`config.mk`:
```
export PLATFORM = sky130hd
export DESIGN_NAME = key_matrix
export DESIGN_NICKNAME = d
export VERILOG_FILES = /design/src/source/laser_pkg.sv /design/src/source/key_matrix.sv
export SDC_FILE = /design/constraint.sdc
export NUM_CORES = 1
export LEC_CHECK = 0
export BUFFER_PORTS_ARGS = -buffer_cell sky130_fd_sc_hd__buf_4
export CAP_MARGIN = 30
export CELL_PAD_IN_SITES_DETAIL_PLACEMENT = 0
export CELL_PAD_IN_SITES_GLOBAL_PLACEMENT = 1
export CORE_MARGIN = 3
export CORE_UTILIZATION = 43
export DETAILED_ROUTE_END_ITERATION = 12
export PLACE_DENSITY = 0.88
export SLEW_MARGIN = 10
export SYNTH_ARGS = -nofsm -noshare
export SYNTH_HDL_FRONTEND = slang
export SYNTH_SLANG_ARGS = --single-unit
```
`constraint.sdc`:
```
create_clock -name CLK50MHZ -period 0.9 [get_ports CLK50MHZ]
set_input_delay 0.27 -clock CLK50MHZ [delete_from_list [all_inputs] [get_ports CLK50MHZ]]
set_output_delay 0.27 -clock CLK50MHZ [all_outputs]
set_load 0.01 [all_outputs]
```
`src/source/laser_pkg.sv`:
```
package laser_pkg;

	// Bus and keyboard types
	typedef logic [15:0] addr_t;
	typedef logic [7:0]  byte_t;
	typedef logic [63:0] key_matrix_t;	// Bit row*8+col is 0 when pressed
	typedef logic [7:0]  scan_t;

	// Memory map compared against the upper address bits
	// 6800-6FFF keyboard and output latch
	// 7000-77FF video RAM
	// 7800-B7FF base RAM
	localparam logic [4:0] IO_BASE      = 5'b01101;	// 6800 block
	localparam logic [4:0] VRAM_BASE    = 5'b01110;	// 7000 block
	localparam logic [4:0] RAM_LO_BASE  = 5'b01111;	// 7800 block
	localparam logic [3:0] RAM_HI_FIRST = 4'h8;
	localparam logic [3:0] RAM_HI_LAST  = 4'hA;
	localparam logic [4:0] RAM_HI_TAIL  = 5'b10110;	// B000-B7FF

	localparam int RAM_ADDR_W  = 14;
	localparam int VRAM_ADDR_W = 11;

	// Joystick 1 I/O ports
	localparam logic [7:0] JOY_DIR_PORT = 8'h2E;
	localparam logic [7:0] JOY_ARM_PORT = 8'h2D;

	// Last step of the CPU clock period
	localparam logic [3:0] SEQ_TURBO_LAST  = 4'd3;	// 4 cycles
	localparam logic [3:0] SEQ_NORMAL_LAST = 4'd13;	// 14 cycles

	// Returned for unmapped space and unused ports
	localparam logic [7:0] IDLE_BYTE = 8'hFF;

endpackage

```
`src/source/key_matrix.sv`:
```
`timescale 1ns/10ps

module key_matrix (
	input  logic                   CLK50MHZ,
	input  logic                   RESET_N,
	input  logic                   key_strobe_i,
	input  logic                   key_pressed_i,
	input  laser_pkg::scan_t       key_code_i,
	output laser_pkg::key_matrix_t keys_o
);

	logic [5:0] key_idx;
	logic       key_hit;

	// PS/2 set 2 code to matrix bit
	always_comb
	begin
		key_hit = 1'b1;
		case (key_code_i)
			8'h16: key_idx = 6'd28;	// 1
			8'h1E: key_idx = 6'd25;	// 2
			8'h26: key_idx = 6'd27;	// 3
			8'h25: key_idx = 6'd29;	// 4
			8'h2E: key_idx = 6'd24;	// 5
			8'h36: key_idx = 6'd40;	// 6
			8'h3D: key_idx = 6'd45;	// 7
			8'h3E: key_idx = 6'd43;	// 8
			8'h46: key_idx = 6'd41;	// 9
			8'h45: key_idx = 6'd44;	// 0
			8'h4E: key_idx = 6'd42;	// Minus
			8'h41: key_idx = 6'd35;	// Comma
			8'h49: key_idx = 6'd33;	// Period
			8'h4C: key_idx = 6'd60;	// Colon on the semicolon key
			8'h52: key_idx = 6'd58;	// Quote
			8'h5A: key_idx = 6'd50;	// Return
			8'h29: key_idx = 6'd36;	// Space
			8'h14: key_idx = 6'd10;	// Ctrl
			8'h12: key_idx = 6'd18;	// Left shift
			8'h15: key_idx = 6'd4;	// Q
			8'h1D: key_idx = 6'd1;	// W
			8'h24: key_idx = 6'd3;	// E
			8'h2D: key_idx = 6'd5;	// R
			8'h2C: key_idx = 6'd0;	// T
			8'h35: key_idx = 6'd48;	// Y
			8'h3C: key_idx = 6'd53;	// U
			8'h43: key_idx = 6'd51;	// I
			8'h44: key_idx = 6'd49;	// O
			8'h4D: key_idx = 6'd52;	// P
			8'h1C: key_idx = 6'd12;	// A
			8'h1B: key_idx = 6'd9;	// S
			8'h23: key_idx = 6'd11;	// D
			8'h2B: key_idx = 6'd13;	// F
			8'h34: key_idx = 6'd8;	// G
			8'h33: key_idx = 6'd56;	// H
			8'h3B: key_idx = 6'd61;	// J
			8'h42: key_idx = 6'd59;	// K
			8'h4B: key_idx = 6'd57;	// L
			8'h1A: key_idx = 6'd20;	// Z
			8'h22: key_idx = 6'd17;	// X
			8'h21: key_idx = 6'd19;	// C
			8'h2A: key_idx = 6'd21;	// V
			8'h32: key_idx = 6'd16;	// B
			8'h31: key_idx = 6'd32;	// N
			8'h3A: key_idx = 6'd37;	// M
			default:
			begin
				key_idx = 6'd0;
				key_hit = 1'b0;	// Not on this keyboard
			end
		endcase
	end

	always_ff @(posedge CLK50MHZ or negedge RESET_N)
	begin
		if (!RESET_N)
			keys_o <= '1;	// All released
		else if (key_strobe_i && key_hit)
			keys_o[key_idx] <= ~key_pressed_i;
	end

endmodule

```
### Word-level counts from Yosys, hierarchy flattened

Index checks and enable logic that the tools add are counted.

| cells by class | value |
|---|---|
| order comparisons | 2 |
| eq/ne operators | 45 |
| mux-type cells | 5 |
| bitwise gates (word level) | 1 |
| reduce and logical (&&, ||, !) cells | 3 |

Operators with widths:

| kind | count |
|---|---|
| 6-bit one-hot mux with 44 select lines | 1 |
| 8-bit by 6-bit == test with 1-bit output, second input constant | 23 |
| 8-bit by 7-bit == test with 1-bit output, second input constant | 13 |
| 8-bit by 5-bit == test with 1-bit output, second input constant | 9 |
| 64-bit bitwise mux | 1 |
| 45-bit OR reduction | 1 |
| 6-bit by 7-bit < comparator with 1-bit output, second input constant | 1 |
| 1-bit demux with 6-bit select | 1 |
| 6-bit by 1-bit >= comparator with 1-bit output, second input constant | 1 |
| 1-bit logical AND | 2 |
| 1-bit two-way mux | 2 |
| 1-bit inverter | 1 |

| word-level totals | value |
|---|---|
| output and inout port bits | 64 |
| register bits | 64 |
| word-level logic and storage cells | 57 |
| input bits | 12 |

### Logic depth before layout (Yosys ltp)

| depth | value |
|---|---|
| word-level depth | 7 |
| mapped depth | 11 |
| mapped depth without buffers | 7 |

### Worst setup path after synthesis

OpenSTA, ideal clock, no wires.

| timing | value |
|---|---|
| path type | in2reg |
| from | input port key_code_i[5] |
| to | register keys_o[17] |
| slack | -1.395 ns |
| data arrival time | 2.194 ns |
| data required time | 0.799 ns |
| stages | 9 |
| library setup time | 0.101 ns |
| path buffers | 2 |
| cell sequence | buf_4 > or4b_2 > o32ai_1 > a211oi_1 > and4_1 > buf_2 > a21o_1 > o31ai_1 > o41ai_1 |

| between the ends | value |
|---|---|
| word-level cells in the longest chain between the ends | 7 |
| elaborated cells between the ends (all ways) | 55 |
| those cells by class | order compare: 2; eq/ne: 45; mux: 5; reduce/logical: 3 |

Ends and longest elaborated chain:

| element | line | RTL |
|---|---|---|
| start: declaration | key_matrix.sv:8 | `input laser_pkg::scan_t key_code_i,` |
| 8-bit by 6-bit == test with 1-bit output, or another cell as far along | key_matrix.sv:19 | `case (key_code_i)` |
| 6-bit one-hot mux with 44 select lines | key_matrix.sv:19 |  |
| 6-bit by 7-bit < comparator with 1-bit output (implied by the code) or 6-bit by 1-bit >= comparator with 1-bit output (tied branches) | key_matrix.sv:78 | `keys_o[key_idx] <= ~key_pressed_i;` |
| 1-bit logical AND (implied by the code) | key_matrix.sv:78 |  |
| 1-bit two-way mux (implied by the code) | key_matrix.sv:78 |  |
| 1-bit demux with 6-bit select | key_matrix.sv:78 |  |
| 64-bit bitwise mux | key_matrix.sv:78 |  |
| end signal: indexed assignment | key_matrix.sv:78 |  |
| end: declaration | key_matrix.sv:9 | `output laser_pkg::key_matrix_t keys_o` |

Several ways; a longest one is shown, not always the timed one.
A chain may end at the register's enable or synchronous reset.

### Final worst setup path

| timing | value |
|---|---|
| from | input port key_code_i[4] |
| to | register keys_o[51] |

Same word-level chain as after synthesis.

==> impl_metrics.yaml <==
run_status:
  status: "finished, violations left"
  violations: "negative setup slack"
yosys:
  yosys.area.top_type_share: 0.432
  ys_ff_latch: 64
  async_flop_share: 1.00
  synth_flop_cell: "dfstp_2"
  synth_area_leaders: "dfstp_2 43%, mux2i_1 6.7%, o31ai_1 3.9%"
  yosysSeqAreaShare: 0.432
  synth_area_leader_cell: "dfstp_2"
  netlist_area_mm2: 0.00389
  syn_inst: 398
  synth_edf_count: 0
  ys_types: 68
  yosysWarnings: 0
  synth_area_per_cell_um2: 9.78
  synth_fp_nets: 410
floorplanning:
  core_area_mm2: 0.00876
  dieArea_mm2: 0.0102
  die_h_um: 101
  ios: 76
  rows: 34
  start_util: 0.444
  chipWidth_um: 101
power:
  pwr-share-comb: 0.310
  ir_drop_mv: 1.38
  swShare: 0.327
  p_int_mw: 5.85
  clkPwrFrac: 0.312
  p_seq_frac: 0.379
  p_sw_mw: 2.85
  p_leak_nw: 3.59
  powerDensity_mw_per_mm2: 1110
sta:
  hold_slack_ns: 0.377
  finalClockSkew_ns: 0
  period_needed_ns: 2.44
  finalWorstSetupSlack_ns: -1.54
  worst_slew_pin_slew_ns: 0.545
  finalSetupViolCount: 109
  slew_headroom: 0.636
  maxClockFrequency_mhz: 410
  finalCritPeriodShare: 2.71
  rsz0062_at_grt: "true"
  drv_slew: 0
  hold_viol_final: 0
grt:
  grt-ovfl-total: 0
  grt_max_degree: 33
  grt_pass1_wl_mm: 24.6
  grt_pass1_vias: 4513
  antenna_found_initial: 0
  grt_usage: 0.312
worst_setup_path:
  rrSetupSlack_ns: -0.23
  crit_chain: "buf_8 -> buf_8 -> buf_6 -> nor4b_4 -> buf_4 -> buf_4 -> nand2_1 -> a22o_4 -> a21boi_4 -> o21ai_2 -> o31ai_2 -> o41ai_2"
  critPathCaptureType: "flip-flop"
  worstSetupStartpointType: "input port"
  slowest_delay_ns: 0.37
  critPathSlowestCell: "nor4b_4"
  path_delay_family: "compound AO/OA/AOI/OAI gates"
  arrival_ns: 2.70
  critPathBufInv: 5
  crit_type: "input port to flip-flop"
  cp_max_fo: 6
  cp.required_ns: 1.16
finish:
  mostFrequentLayoutCells: "152 x buf_4, 96 x buf_6, 64 x dfstp_2"
  diodes: 0
  area_delta_synth_final_pct: 101
  fin_util: 0.892
  drive_gt1_frac: 0.761
  mostFrequentLayoutCell: "buf_4"
  nNetsFinal: 642
  top_regs: "keys_o x64"
  fin_area_mm2: 0.00781
  regMostFlops: "keys_o"
  largest_register_ffs: 64
routing:
  wl_per_cell_um: 28.3
  drt_iter0_drc: 675
  antenna_left: 0
  via_count: 4984
  finalWirelength_mm: 21.1
  drc: 0
  viasPerCell: 6.71
  drt_pass1_iterations: 7
clock_tree:
  cts_made_buffers: 9
  cts_max_path_buffers: 2
  cts.clk_slew.worst_paths_ns: 0.08
  root_buffer: "clkbuf_8"
  htree_levels: 3
  cts_sinks: 64
  clkLatencyLatePin_ns: 0.35
  cts_tree: "yes"
placed_design:
  place_ws_ns: -1.76
  post-dp-hpwl_mm: 8.99
  globalplace.congestion: 0.936
  place_area_mm2: 0.00542
  numPortBuffers: 75
min_path:
  min_path_type: "flip-flop to flip-flop"
job:
  cap_violations: 0
path summary, 6_finish.rpt:
path / start / end / depth (start not counted)
max in group asynchronous: RESET_N / keys_o[18] / 3
setup reg to reg: keys_o[58] / keys_o[58] / 4
hold / removal: keys_o[14] / keys_o[14] / 0
min in group asynchronous: RESET_N / keys_o[61] / 2
setup / recovery: key_code_i[4] / keys_o[51] / 12
hold reg to reg: keys_o[14] / keys_o[14] / 0
cell usage after synthesis (5+ instances only):
cell	instances
nand2_1	9
nor3_1	9
mux2i_1	26
nand3b_1	5
or4b_2	5
o41ai_1	15
nand4_1	10
o31ai_1	20
o21ai_0	9
a21oi_1	5
inv_1	29
nor2b_1	9
clkbuf_1	32
buf_2	17
nand2b_1	5
nand3_1	23
nor3b_1	5
dfstp_2	64
nor2_1	11
routing by layer:
metal / vias to the layer above / track usage / share of wire / wire length (µm)
met5: - / 0 / 0 / 0
met4: 0 / 0.118 / 0.069 / 1450
met3: 165 / 0.0716 / 0.096 / 2030
met2: 465 / 0.531 / 0.48 / 10200
met1: 2401 / 0.386 / 0.35 / 7430
li1: 1953 / - / - / -
stage by stage:
step	cells	setup TNS, ns	total power [mW]
global placement	636	-70.48	4.86
floorplan	398	-55.72	4.08
global route	743	-90.78	8.88
CTS	695	-73.71	7.94
finish	743	-84.29	8.70
detailed placement	636	-70.97	4.91
logic make-up after synthesis:
kind of cell    after synthesis  synth area share
simple gates                122             0.199
compound gates               97             0.198
buf+inv                      85            0.0952
flops                        64             0.432
mux                          26            0.0669
xor+xnor                      4           0.00900
power by group through the flow:
stage	sequential [mW]	clock [mW]	combinational, mW
floorplan	3.36	0	0.720
finish	3.29	2.71	2.69
CTS	3.28	2.58	2.08
global placement	3.28	0	1.58
global route	3.31	2.80	2.77
detailed placement	3.29	0	1.62
final cells by class:
class	count	area (µm²)
Tap cell	108	135
Multi-Input combinational cell	249	2890
Clock buffer	10	138
Inverter	29	109
Timing Repair Buffer	277	2790
Fill cell	306	950
Clock inverter	6	68.8
Sequential cell	64	1680
timing repair:
action                     4_1_cts  5_1_grt
pin swaps                       34       39
setup endpoints to repair      109      109
hold endpoints to repair         8        0
gates cloned                     4        5
hold buffers                     1        0
gates resized for setup        189       95
setup buffers                   40       44
(Power assumes the default switching activity.)
