`src/source/laser_pkg.sv`:
```
package laser_pkg;

	// Bus and keyboard types
	typedef logic [15:0] addr_t;
	typedef logic [7:0]  byte_t;
	typedef logic [63:0] key_matrix_t;	// Bit row*8+col is 0 when pressed
	typedef logic [7:0]  scan_t;

	// Memory map compared against the upper address bits
	// 6800-6FFF keyboard and output latch
	// 7000-77FF video RAM
	// 7800-B7FF base RAM
	localparam logic [4:0] IO_BASE      = 5'b01101;	// 6800 block
	localparam logic [4:0] VRAM_BASE    = 5'b01110;	// 7000 block
	localparam logic [4:0] RAM_LO_BASE  = 5'b01111;	// 7800 block
	localparam logic [3:0] RAM_HI_FIRST = 4'h8;
	localparam logic [3:0] RAM_HI_LAST  = 4'hA;
	localparam logic [4:0] RAM_HI_TAIL  = 5'b10110;	// B000-B7FF

	localparam int RAM_ADDR_W  = 14;
	localparam int VRAM_ADDR_W = 11;

	// Joystick 1 I/O ports
	localparam logic [7:0] JOY_DIR_PORT = 8'h2E;
	localparam logic [7:0] JOY_ARM_PORT = 8'h2D;

	// Last step of the CPU clock period
	localparam logic [3:0] SEQ_TURBO_LAST  = 4'd3;	// 4 cycles
	localparam logic [3:0] SEQ_NORMAL_LAST = 4'd13;	// 14 cycles

	// Returned for unmapped space and unused ports
	localparam logic [7:0] IDLE_BYTE = 8'hFF;

endpackage

```
`src/source/io_port.sv`:
```
`timescale 1ns/10ps

module io_port (
	input  logic                   CLK50MHZ,
	input  logic                   RESET_N,
	input  logic                   bus_strobe_i,
	input  logic                   io_sel_i,
	input  logic                   joy_sel_i,
	input  logic                   wr_i,
	input  laser_pkg::addr_t       cpu_addr_i,
	input  laser_pkg::byte_t       cpu_data_i,
	input  laser_pkg::key_matrix_t keys_i,
	input  logic                   fire_i,
	input  logic                   up_i,
	input  logic                   down_i,
	input  logic                   left_i,
	input  logic                   right_i,
	input  logic                   arm_i,
	output laser_pkg::byte_t       key_data_o,
	output laser_pkg::byte_t       joy_data_o,
	output logic [1:0]             speaker_o,
	output logic                   cass_out_o,
	output logic                   vdg_ag_o,
	output logic                   vdg_css_o
);

	logic [5:0] col_hit;	// Column has a pressed key in a selected row

	// Rows are selected by low address bits at 0
	always_comb
	begin
		col_hit = 6'd0;
		for (int r = 0; r < 8; r++)
			for (int c = 0; c < 6; c++)
				if (!cpu_addr_i[r] && !keys_i[r*8+c])
					col_hit[c] = 1'b1;
	end

	always_ff @(posedge CLK50MHZ or negedge RESET_N)
	begin
		if (!RESET_N)
		begin
			key_data_o <= laser_pkg::IDLE_BYTE;
			speaker_o  <= 2'b00;
			cass_out_o <= 1'b0;
			vdg_ag_o   <= 1'b0;
			vdg_css_o  <= 1'b0;
		end
		else if (bus_strobe_i)
		begin
			key_data_o <= {2'b11, ~col_hit};	// Cassette input bit reads as 1
			if (io_sel_i && wr_i)
			begin
				speaker_o  <= {cpu_data_i[0], cpu_data_i[5]};
				cass_out_o <= cpu_data_i[2];
				vdg_ag_o   <= cpu_data_i[3];	// Graphics mode
				vdg_css_o  <= cpu_data_i[4];	// Colour set
			end
		end
	end

	// Joystick 1 switches are active low
	always_comb
	begin
		if (!joy_sel_i)
			joy_data_o = laser_pkg::IDLE_BYTE;
		else if (cpu_addr_i[7:0] == laser_pkg::JOY_DIR_PORT)
			joy_data_o = {3'b111, ~fire_i, ~right_i, ~left_i, ~down_i, ~up_i};
		else
			joy_data_o = {3'b111, ~arm_i, 4'b1111};
	end

endmodule

```
`config.mk`:
```
export PLATFORM = sky130hd
export DESIGN_NAME = io_port
export DESIGN_NICKNAME = d
export VERILOG_FILES = /design/src/source/laser_pkg.sv /design/src/source/io_port.sv
export SDC_FILE = /design/constraint.sdc
export NUM_CORES = 1
export LEC_CHECK = 0
export BUFFER_PORTS_ARGS = -buffer_cell sky130_fd_sc_hd__buf_2
export CAP_MARGIN = 20
export CORE_ASPECT_RATIO = 0.9
export CORE_UTILIZATION = 27
export DETAILED_ROUTE_END_ITERATION = 7
export PLACE_DENSITY = 0.79
export SYNTH_ARGS = -nofsm -noshare
export SYNTH_HDL_FRONTEND = slang
export SYNTH_SLANG_ARGS = --single-unit
export TNS_END_PERCENT = 50
```
`constraint.sdc`:
```
create_clock -name CLK50MHZ -period 1.49 [get_ports CLK50MHZ]
set_input_delay 0.298 -clock CLK50MHZ [delete_from_list [all_inputs] [get_ports CLK50MHZ]]
set_output_delay 0.298 -clock CLK50MHZ [all_outputs]
set_load 0.03 [all_outputs]
```
# Word level (Yosys, flattened, before mapping)
# Cells that the tools add are included.
[op_classes] div_mod_pow=0 order_cmp=0 addsub=0 shift=0 n_mul=0 bitwise_logic=7 mux=50 eq_ne=1 n_reduce_logical=106
[op_table] cell="$logic_not A1 Y1" n=56
[op_table] cell="$logic_and A1 B1 Y1" n=49
[op_table] cell="$mux W1" n=48
[op_table] cell="$mux W5" n=2
[op_table] cell="$eq A8 B6 Y1 const B" n=1
[op_table] cell="$not A1 Y1" n=6
[op_table] cell="$not A6 Y6" n=1
[op_table] cell="$reduce_and A2 Y1" n=1
[totals] reg_bits=11 output_inout_bits=21 input_bits=100 latchBits=0 elab_cells=169 ram_bits=0 rom_bits=0 n_memories=0

# Longest topological paths before layout
# Gate-level depths: netlist of the first run.
[depth] word_depth=11 depth_mapped=3 ltp_nobuf=3

# Worst setup path after synthesis of the first run
# OpenSTA, ideal clock, no wires.
[synth_timing] path_kind="input port to output port" from="input cpu_addr_i[7]" to="output joy_data_o[4]" arrival_time_ns=1.497 t_required_ns=1.192 path_slack_ns=-0.305 path_stages=3 cell_sequence="or4b_4 o21a_1 o21ai_1"
[synth_between] elab_chain_cells=3
[synth_rtl] item="from (decl)" line_no="io_port.sv:10" source="input laser_pkg::addr_t cpu_addr_i,"
[synth_rtl] item="$eq A8 B6 Y1" line_no="io_port.sv:67" source="else if (cpu_addr_i[7:0] == laser_pkg::JOY_DIR_PORT)"
[synth_rtl] item="$mux W5" line_no="io_port.sv:67"
[synth_rtl] item="$mux W5" line_no="io_port.sv:65" source="if (!joy_sel_i)"
[synth_rtl] item="to (decl)" line_no="io_port.sv:20" source="output laser_pkg::byte_t joy_data_o,"
# Every way passes these cells.

# Final worst setup path of the first run
[layout_timing] from="input cpu_addr_i[6]" to="output joy_data_o[4]"
# Same word-level chain as after synthesis.

==> flow_metrics.env, run 1 <==
export IMPL_yosys_warnings=0
export IMPL_status="finished with violations"
export IMPL_io_pins=121
export IMPL_muxShareOfSynthArea=0.170
export IMPL_p_leak_nw=0.703
export IMPL_violations="design-rule violations, negative setup slack"
export IMPL_drive_above_1_share=0.715
export IMPL_hold_depth=2
export IMPL_wl_mm=2.69
export IMPL_synth_seq_area_share=0.388
export IMPL_fin_crit_sh=1.19
export IMPL_routed_via_count=991
export IMPL_min_from="cpu_data_i[0]"
export IMPL_die_area_um2=2910
export IMPL_power_share_clock=0.209
export IMPL_ant_nets=0
export IMPL_fillers=250
export IMPL_worst_endpoint_required_ns=1.19
export IMPL_cap_violations=0
export IMPL_wl_per_cell_um=13.4
export IMPL_finalNetCount=273
export IMPL_grt_total_usage=0.181
export IMPL_place_area_um2=1260
export IMPL_drtPass1Iterations=6
export IMPL_cts_tree="done"
export IMPL_synthesis_area_um2=729
export IMPL_yosys_area_share_adder=0
export IMPL_postSynthAreaPerCell_um2=10.1
export IMPL_fin_worst_skew_ns=0
export IMPL_cts_buffer_depth=2
export IMPL_area_growth_pct=85.2
export IMPL_grt_pass1_vias=932
export IMPL_r2r_start="speaker_o[0]$_DFFE_PN0P_"
export IMPL_p_seq_frac=0.381
export IMPL_hold_class="input pin to register"
export IMPL_path_cells="buf_6 -> or4b_4 -> o21a_1 -> o21ai_4 -> buf_6"
export IMPL_setup_violations_final=5
export IMPL_drv_slew=0
export IMPL_crit_start="cpu_addr_i[6]"
export IMPL_fin_ws_ns=-0.283
export IMPL_final_hold_violation_count=0
export IMPL_cp_arrival_ns=1.47
export IMPL_grt_antenna_before_repair=0
export IMPL_crit_type="input pin to output pin"
export IMPL_h_tree_depth=1
export IMPL_design_area_um2=1350
export IMPL_gp_routability_congestion=0.796
export IMPL_via_per_inst=4.96
export IMPL_cts_root_buf="clkbuf_4"
export IMPL_endpoint_kind="output pin"
export IMPL_initial_utilization=0.291
export IMPL_path_max_fanout=3
export IMPL_peakVddDrop_uv=492
export IMPL_period_minus_slack_ns=1.77
export IMPL_combPwrFrac=0.410
export IMPL_die_w_um=56.8
export IMPL_drc=16
export IMPL_clock_latency_ns=0.26
export IMPL_critPathMostFrequentCell="buf_6"
export IMPL_crit_slowest_cell="or4b_4"
export IMPL_synth_xor_area_frac=0
export IMPL_n_antenna_cell=0
export IMPL_first_iter_violations=34
export IMPL_ff2ff_path_depth=1
export IMPL_cp_slowest_stage_delay_ns=0.57
export IMPL_syn_inst=72
export IMPL_numPortBuffers=88
export IMPL_netlist_cell_type_count=17
export IMPL_cts_sinks=11
export IMPL_cts_buffers=3
export IMPL_num_rows=17
export IMPL_grt_max_degree=12
export IMPL_switchingPower_w=0.000321
export IMPL_overflow=0
export IMPL_p_sw_frac=0.339
export IMPL_core_area_um2=2510
export IMPL_fmax_mhz=564
export IMPL_start_kind="input pin"
export IMPL_hpwl_mm=2.23
export IMPL_power_total_w=0.000946
export IMPL_ys_ff_latch=11
export IMPL_synth_simple_gate_area_share=0.148
export IMPL_synth_compound_area_frac=0.223
export IMPL_grt_pass1_wl_mm=4.03
export IMPL_synth_top_family_by_area="compound AO/OA/AOI/OAI gates"
export IMPL_p_int_w=0.000625
export IMPL_die_y_um=51.3
export IMPL_powerDensity_nw_per_um2=700
export IMPL_rsz0062_at_grt="yes"
export IMPL_clk_pin_slew_worst_paths_ns=0.07
## worst max-delay path, delay by kind of cell
family / cells / cell delay, ns
buffers and inverters: 2 / 0.24
AO/OA/AOI/OAI: 2 / 0.36
AND/OR/NAND/NOR: 1 / 0.57
## worst paths after layout
check | to | slack [ns]
min in group asynchronous | vdg_css_o$_DFFE_PN0P_ | 0.42
setup / recovery | joy_data_o[4] | -0.28
hold / removal | speaker_o[1]$_DFFE_PN0P_ | 0.27
max in group asynchronous | key_data_o[3]$_DFFE_PN1P_ | 0.81
hold reg to reg | speaker_o[1]$_DFFE_PN0P_ | 0.50
setup reg to reg | speaker_o[0]$_DFFE_PN0P_ | 0.74
## Yosys cell counts
library cell,number,share of area
buf_4,5,0.051
clkbuf_1,1,0.0051
conb_1,1,0.0051
dfrtp_1,5,0.17
dfstp_2,6,0.22
inv_1,2,0.010
mux2_2,11,0.17
nand2_1,4,0.021
nand3_1,1,0.0069
nand4b_2,1,0.021
nor3_1,1,0.0069
nor3_4,1,0.022
nor4_1,6,0.051
o21a_1,1,0.010
o21ai_1,1,0.0069
o22ai_1,24,0.21
or4b_4,1,0.019
## logic make-up (layout without fill, tap and decap cells)
kind of cell    after synthesis  after routing
mux                          11             11
other cells                   1              5
simple gates                 15             15
buf+inv                       8            104
flops                        11             11
compound gates               26             26
## layout make-up
class                      instances  area, µm²  share of cell area
clock buffer                       4       26.3              0.0194
inverter                           2       7.51             0.00556
multi-input combinational         57        438               0.324
sequential                        11        283               0.209
tap                               28       35.0              0.0259
timing repair buffer              98        562               0.416
## sequential cells by signal (all words and copies together), names as in the netlist
name,flops
key_data_o,6
speaker_o,2
cass_out_o,1
vdg_ag_o,1
vdg_css_o,1
## cell usage in the layout, fill, tap and decap left out
cell / n
clkbuf_1: 1
o22ai_1: 24
o21a_1: 1
or4b_4: 1
buf_4: 9
dlygate4sd3_1: 1
o21ai_4: 1
nand2_1: 3
buf_2: 81
dfstp_2: 6
buf_6: 7
inv_1: 2
nand3_1: 1
nor3_4: 2
clkbuf_4: 3
dfrtp_1: 5
nand2_2: 1
nand4b_2: 1
nor4_1: 6
conb_1: 5
mux2_2: 11
## metal layers
layer	routed length, µm	track usage	part of all wire	vias to the layer above
met3	223	0.0203	0.083	0
met2	1470	0.363	0.55	57
met4	0	0.0488	0	0
met1	995	0.202	0.37	452
li1	-	-	-	482
met5	0	0	0	-
## per-stage QoR
stage	utilization	setup slack [ns]	TNS, ns	instances	hold slack, ns
after global placement	0.501	-0.323	-1.39	194	0.170
after floorplan	-	-0.119	-0.503	76	0.00241
after CTS	0.533	-0.287	-1.39	199	0.255
final	0.538	-0.283	-1.32	200	0.266
after detailed placement	0.501	-0.350	-1.44	194	0.178
after global routing	0.538	-0.328	-1.52	200	0.261
## power by group through the flow
stage | registers [W] | clock network [W] | logic (W)
2_1_floorplan | 0.000445 | 0 | 0.000120
3_3_place_gp | 0.000365 | 0 | 0.000374
3_5_place_dp | 0.000367 | 0 | 0.000378
4_1_cts | 0.000362 | 0.000209 | 0.000386
5_1_grt | 0.000366 | 0.000223 | 0.000416
6_report | 0.000361 | 0.000198 | 0.000388
## what timing repair did
item	in CTS	in global routing
endpoints found under the setup margin	5	5
hold endpoints to repair	5	0
setup buffers	0	1
hold buffers	1	0
pin swaps	3	4
resized for setup	12	1
Note: power is estimated with default switching activity, not from simulation.
==> run 2: changes to the inputs <==
- REMOVE_ABC_BUFFERS: default -> 1
==> run 2 against run 1 <==
  * Setup slack better by 0.024 ns
  * Total power fell by 0.80%
  * Register-to-register slack worse by 0.02 ns
  * Combinational power is 2% lower
  * The flow still finishes with violations (design-rule violations, negative setup slack)
==> flow_metrics.env, run 2 (synthesis gave the netlist of run 1 again) <==
export IMPL_ff2ff_path_depth=1
export IMPL_r2r_start="speaker_o[0]$_DFFE_PN0P_"
export IMPL_finish_utilization=0.524
export IMPL_cts_buffers=3
export IMPL_fin_ws_ns=-0.258
export IMPL_largest_reg_flops=6
export IMPL_drc=12
export IMPL_h_tree_depth=1
export IMPL_fin_worst_skew_ns=0
export IMPL_crit_start="cpu_addr_i[0]"
export IMPL_r2r_slack_ns=0.72
export IMPL_mostFrequentLayoutCell="buf_2"
export IMPL_status="finished with violations"
export IMPL_peakVddDrop_uv=400
export IMPL_grt_antenna_before_repair=0
export IMPL_cts_tree="done"
export IMPL_io_pins=121
export IMPL_cap_violations=0
export IMPL_clk_pin_slew_worst_paths_ns=0.06
export IMPL_fin_crit_sh=1.17
export IMPL_cts_sinks=11
export IMPL_endpoint_kind="output pin"
export IMPL_die_w_um=56.8
export IMPL_die_y_um=51.3
export IMPL_reg2reg_to="speaker_o[0]$_DFFE_PN0P_"
export IMPL_multiInputGateArea_um2=413
export IMPL_area_growth_pct=80.4
export IMPL_reg_largest_list="key_data_o: 6 flops, speaker_o: 2 flops"
export IMPL_switchingPower_w=0.000316
export IMPL_overflow=0
export IMPL_initial_utilization=0.291
export IMPL_cts_buffer_depth=2
export IMPL_top_register="key_data_o"
export IMPL_crit_type="input pin to output pin"
export IMPL_via_per_inst=5.05
export IMPL_hpwl_mm=2.31
export IMPL_die_area_um2=2910
export IMPL_core_area_um2=2510
export IMPL_worst_endpoint_required_ns=1.19
export IMPL_grt_max_degree=12
export IMPL_drtPass1Iterations=6
export IMPL_path_max_fanout=3
export IMPL_clock_latency_ns=0.26
export IMPL_wl_mm=2.75
export IMPL_fmax_mhz=572
export IMPL_grt_pass1_wl_mm=4.13
export IMPL_setup_violations_final=5
export IMPL_hold_depth=2
export IMPL_p_int_w=0.000622
export IMPL_crit_path_end="joy_data_o[4]"
export IMPL_violations="design-rule violations, negative setup slack"
export IMPL_min_from="cpu_data_i[2]"
export IMPL_grt_pass1_vias=931
export IMPL_dp_slack_ns=-0.294
export IMPL_fillers=244
export IMPL_combPwrFrac=0.407
export IMPL_powerDensity_nw_per_um2=713
export IMPL_gp_routability_congestion=0.851
export IMPL_numPortBuffers=88
export IMPL_power_share_clock=0.207
export IMPL_grt_total_usage=0.189
export IMPL_p_seq_frac=0.386
export IMPL_num_rows=17
export IMPL_n_antenna_cell=0
export IMPL_wl_per_cell_um=13.8
export IMPL_cp_arrival_ns=1.45
export IMPL_seqCellArea_um2=283
export IMPL_routed_via_count=1010
export IMPL_final_hold_violation_count=0
export IMPL_p_leak_nw=0.689
export IMPL_final_cell_mix="82 x buf_2, 24 x o22ai_1, 11 x mux2_2, 10 x buf_4"
export IMPL_drv_slew=0
export IMPL_p_sw_frac=0.337
export IMPL_start_kind="input pin"
export IMPL_hold_class="input pin to register"
export IMPL_ant_nets=0
export IMPL_drive_above_1_share=0.698
export IMPL_cts_root_buf="clkbuf_4"
export IMPL_power_total_w=0.000939
export IMPL_finalNetCount=273
export IMPL_setup_tns_ns=-1.16
export IMPL_rsz0062_at_grt="yes"
export IMPL_period_minus_slack_ns=1.75
export IMPL_first_iter_violations=73
## run 2: cell counts in the layout (fill, tap and decap cells not counted)
No cell type changed its count.
## run 2: how the worst min path moves through the flow
| stage | end | slack, ns |
|---|---|---|
| 6_report | cass_out_o$_DFFE_PN0P_ | 0.27 |
| 5_1_grt | cass_out_o$_DFFE_PN0P_ | 0.24 |
| 4_1_cts | cass_out_o$_DFFE_PN0P_ | 0.25 |
| 3_5_place_dp | cass_out_o$_DFFE_PN0P_ | 0.18 |
| 3_3_place_gp | cass_out_o$_DFFE_PN0P_ | 0.17 |
| 2_1_floorplan | cass_out_o$_DFFE_PN0P_ | 0.002 |
## run 2: stage by stage
stage	std cells	hold slack (ns)	area, µm²
2_1_floorplan	70	0.00241	703
3_3_place_gp	194	0.171	1240
3_5_place_dp	194	0.176	1240
4_1_cts	200	0.253	1320
5_1_grt	200	0.244	1320
6_report	200	0.266	1320
## run 2: repair_timing
item                       4_1_cts  5_1_grt
hold endpoints to repair         5        0
setup buffers                    1        0
resized for setup               10        0
hold buffers                     1        0
cloned                           0        0
pin swaps                        4        1
setup endpoints to repair        5        5
## run 2: final cells by class
cell class                 count  share of cell area
timing repair buffer          98               0.419
tap                           28              0.0266
sequential                    11               0.215
inverter                       2             0.00570
clock buffer                   4              0.0200
multi-input combinational     57               0.314
## run 2: worst max-delay path, cell delays in order
cell,delay (ns)
buf_6,0.09
or4b_4,0.56
o21a_1,0.19
o21ai_1,0.13
buf_4,0.17
## run 2: power groups by stage
stage / Sequential [W] / Combinational (W) / Clock (W)
floorplan: 0.000445 / 0.000105 / 0
global placement: 0.000363 / 0.000371 / 0
detailed placement: 0.000367 / 0.000376 / 0
CTS: 0.000362 / 0.000384 / 0.000206
global route: 0.000365 / 0.000412 / 0.000224
finish: 0.000362 / 0.000382 / 0.000194
## run 2: per-layer routing
layer,routed length [µm],vias to the layer above,track usage
li1,-,488,-
met1,1140,453,0.242
met2,1330,63,0.315
met3,234,6,0.0456
met4,44,0,0.0610
met5,0,-,0
==> run 3: changes to the inputs <==
- CORE_ASPECT_RATIO: 0.9 -> 0.7
==> run 3 against run 2 <==
  * The flow finishes with violations (negative setup slack)
  * Sequential share of layout area down 0.40 points
  * Clock-buffer cell count did not move
  * Setup slack got worse by 0.014 ns
  * Cell count up 2.5%
  * Largest power group unchanged
  * Register-to-register slack hardly changed
  * Clock skew did not move
  * Critical endpoint unchanged
  * Critical path type unchanged
  * First-iteration DRC count decreased by 47%
  * Maximum frequency shrank 0.78%
  * Sequential power about the same
  * Wire length increased by 4.1%
==> flow_metrics.env, run 3 (synthesis gave the netlist of run 1 again) <==
export IMPL_setup_tns_ns=-1.26
export IMPL_final_cell_mix="81 x buf_2, 24 x o22ai_1, 11 x mux2_2, 9 x buf_4"
export IMPL_clock_latency_ns=0.23
export IMPL_drtPass1Iterations=4
export IMPL_reg_largest_list="key_data_o: 6 flops, speaker_o: 2 flops"
export IMPL_wl_per_cell_um=14.0
export IMPL_fmax_mhz=568
export IMPL_cts_tree="done"
export IMPL_h_tree_depth=1
export IMPL_cts_root_buf="clkbuf_8"
export IMPL_drive_above_1_share=0.696
export IMPL_mostFrequentLayoutCell="buf_2"
export IMPL_drv_slew=0
export IMPL_fin_ws_ns=-0.272
export IMPL_first_iter_violations=39
export IMPL_cp_arrival_ns=1.46
export IMPL_dp_slack_ns=-0.323
export IMPL_worst_endpoint_required_ns=1.19
export IMPL_status="finished with violations"
export IMPL_fillers=249
export IMPL_rsz0062_at_grt="yes"
export IMPL_cts_buffer_depth=2
export IMPL_power_total_w=0.00104
export IMPL_path_max_fanout=3
export IMPL_final_cells=205
export IMPL_peakVddDrop_uv=543
export IMPL_crit_type="input pin to output pin"
export IMPL_initial_utilization=0.290
export IMPL_cap_violations=0
export IMPL_routed_via_count=1024
export IMPL_crit_slowest_cell="or4b_4"
export IMPL_top_register="key_data_o"
export IMPL_io_pins=121
export IMPL_setup_violations_final=5
export IMPL_start_kind="input pin"
export IMPL_drc=0
export IMPL_clk_pin_slew_worst_paths_ns=0.05
export IMPL_cts_buffers=3
export IMPL_multiInputGateArea_um2=413
export IMPL_overflow=0
export IMPL_p_leak_nw=0.694
export IMPL_largest_reg_flops=6
export IMPL_grt_total_usage=0.203
export IMPL_grt_max_degree=12
export IMPL_die_area_um2=2920
export IMPL_gp_routability_congestion=0.852
export IMPL_hpwl_mm=2.41
export IMPL_ant_nets=0
export IMPL_die_w_um=64.1
export IMPL_cts_sinks=11
export IMPL_powerDensity_nw_per_um2=773
export IMPL_path_cells="buf_6 -> or4b_4 -> o21a_1 -> o21ai_1 -> buf_4"
export IMPL_wl_mm=2.87
export IMPL_cp_slowest_stage_delay_ns=0.57
export IMPL_finalNetCount=272
export IMPL_numPortBuffers=88
export IMPL_grt_pass1_wl_mm=4.50
export IMPL_endpoint_kind="output pin"
export IMPL_num_rows=15
export IMPL_final_hold_violation_count=0
export IMPL_dp_cells=200
export IMPL_seqCellArea_um2=283
export IMPL_area_growth_pct=83.9
export IMPL_core_area_um2=2510
export IMPL_finish_utilization=0.533
export IMPL_die_y_um=45.5
export IMPL_grt_antenna_before_repair=0
export IMPL_hold_class="input pin to register"
export IMPL_n_antenna_cell=0
export IMPL_period_minus_slack_ns=1.76
export IMPL_via_per_inst=5.00
export IMPL_violations="negative setup slack"
export IMPL_fin_crit_sh=1.18
export IMPL_fin_worst_skew_ns=0
export IMPL_grt_pass1_vias=1027
-- run 3: cell types whose count changed in the layout (fill, tap and decap cells not counted), sizes merged --
cell / before / now
buf: 97 / 96
-- run 3: cell type report --
type                    instances  area share
clock buffers                   4      0.0336
inverters                       2     0.00560
repair buffers                 97       0.410
flip-flops and latches         11       0.211
multi-input cells              57       0.308
well taps                      34      0.0317
-- run 3: path summary, 6_finish.rpt --
kind                                          start                        end  slack, ns  cells after the start
max in group asynchronous                   RESET_N  key_data_o[0]$_DFFE_PN1P_       0.76                      2
max                                   cpu_addr_i[6]              joy_data_o[4]      -0.27                      5
min                                   cpu_data_i[3]       vdg_ag_o$_DFFE_PN0P_       0.30                      2
max reg2reg                speaker_o[1]$_DFFE_PN0P_   speaker_o[1]$_DFFE_PN0P_       0.72                      1
min reg2reg                speaker_o[0]$_DFFE_PN0P_   speaker_o[0]$_DFFE_PN0P_       0.51                      1
min in group asynchronous                   RESET_N      vdg_css_o$_DFFE_PN0P_       0.47                      2
-- run 3: worst max-delay path, delay by kind of cell --
kind,cells,cell delay [ns]
buf+inv,2,0.26
compound gates,2,0.33
simple gates,1,0.57
-- run 3: per-layer routing --
layer | vias to the layer above | global-route usage | share of wire
met5 | - | 0 | 0
met4 | 0 | 0.0667 | 0.0028
met3 | 2 | 0.0400 | 0.070
met2 | 56 | 0.366 | 0.50
met1 | 482 | 0.251 | 0.42
li1 | 484 | - | -
-- run 3: timing repair --
action | in CTS | in global routing
hold buffers | 1 | 0
buffers inserted | 0 | 0
hold endpoints to repair | 5 | 0
gates cloned | 0 | 0
pin swaps | 6 | 5
resized for setup | 10 | 1
setup endpoints to repair | 5 | 5
-- run 3: per-stage QoR --
stage                     hold WS (ns)  area, µm²
after global placement           0.169       1250
after floorplan                0.00241        703
after global routing             0.300       1340
after CTS                        0.295       1340
final                            0.298       1340
after detailed placement         0.179       1250
-- run 3: power by group --
part           internal (W)  switching (W)
combinational      0.000174       0.000210
sequential         0.000346      0.0000178
clock              0.000187       0.000102
total              0.000707       0.000330
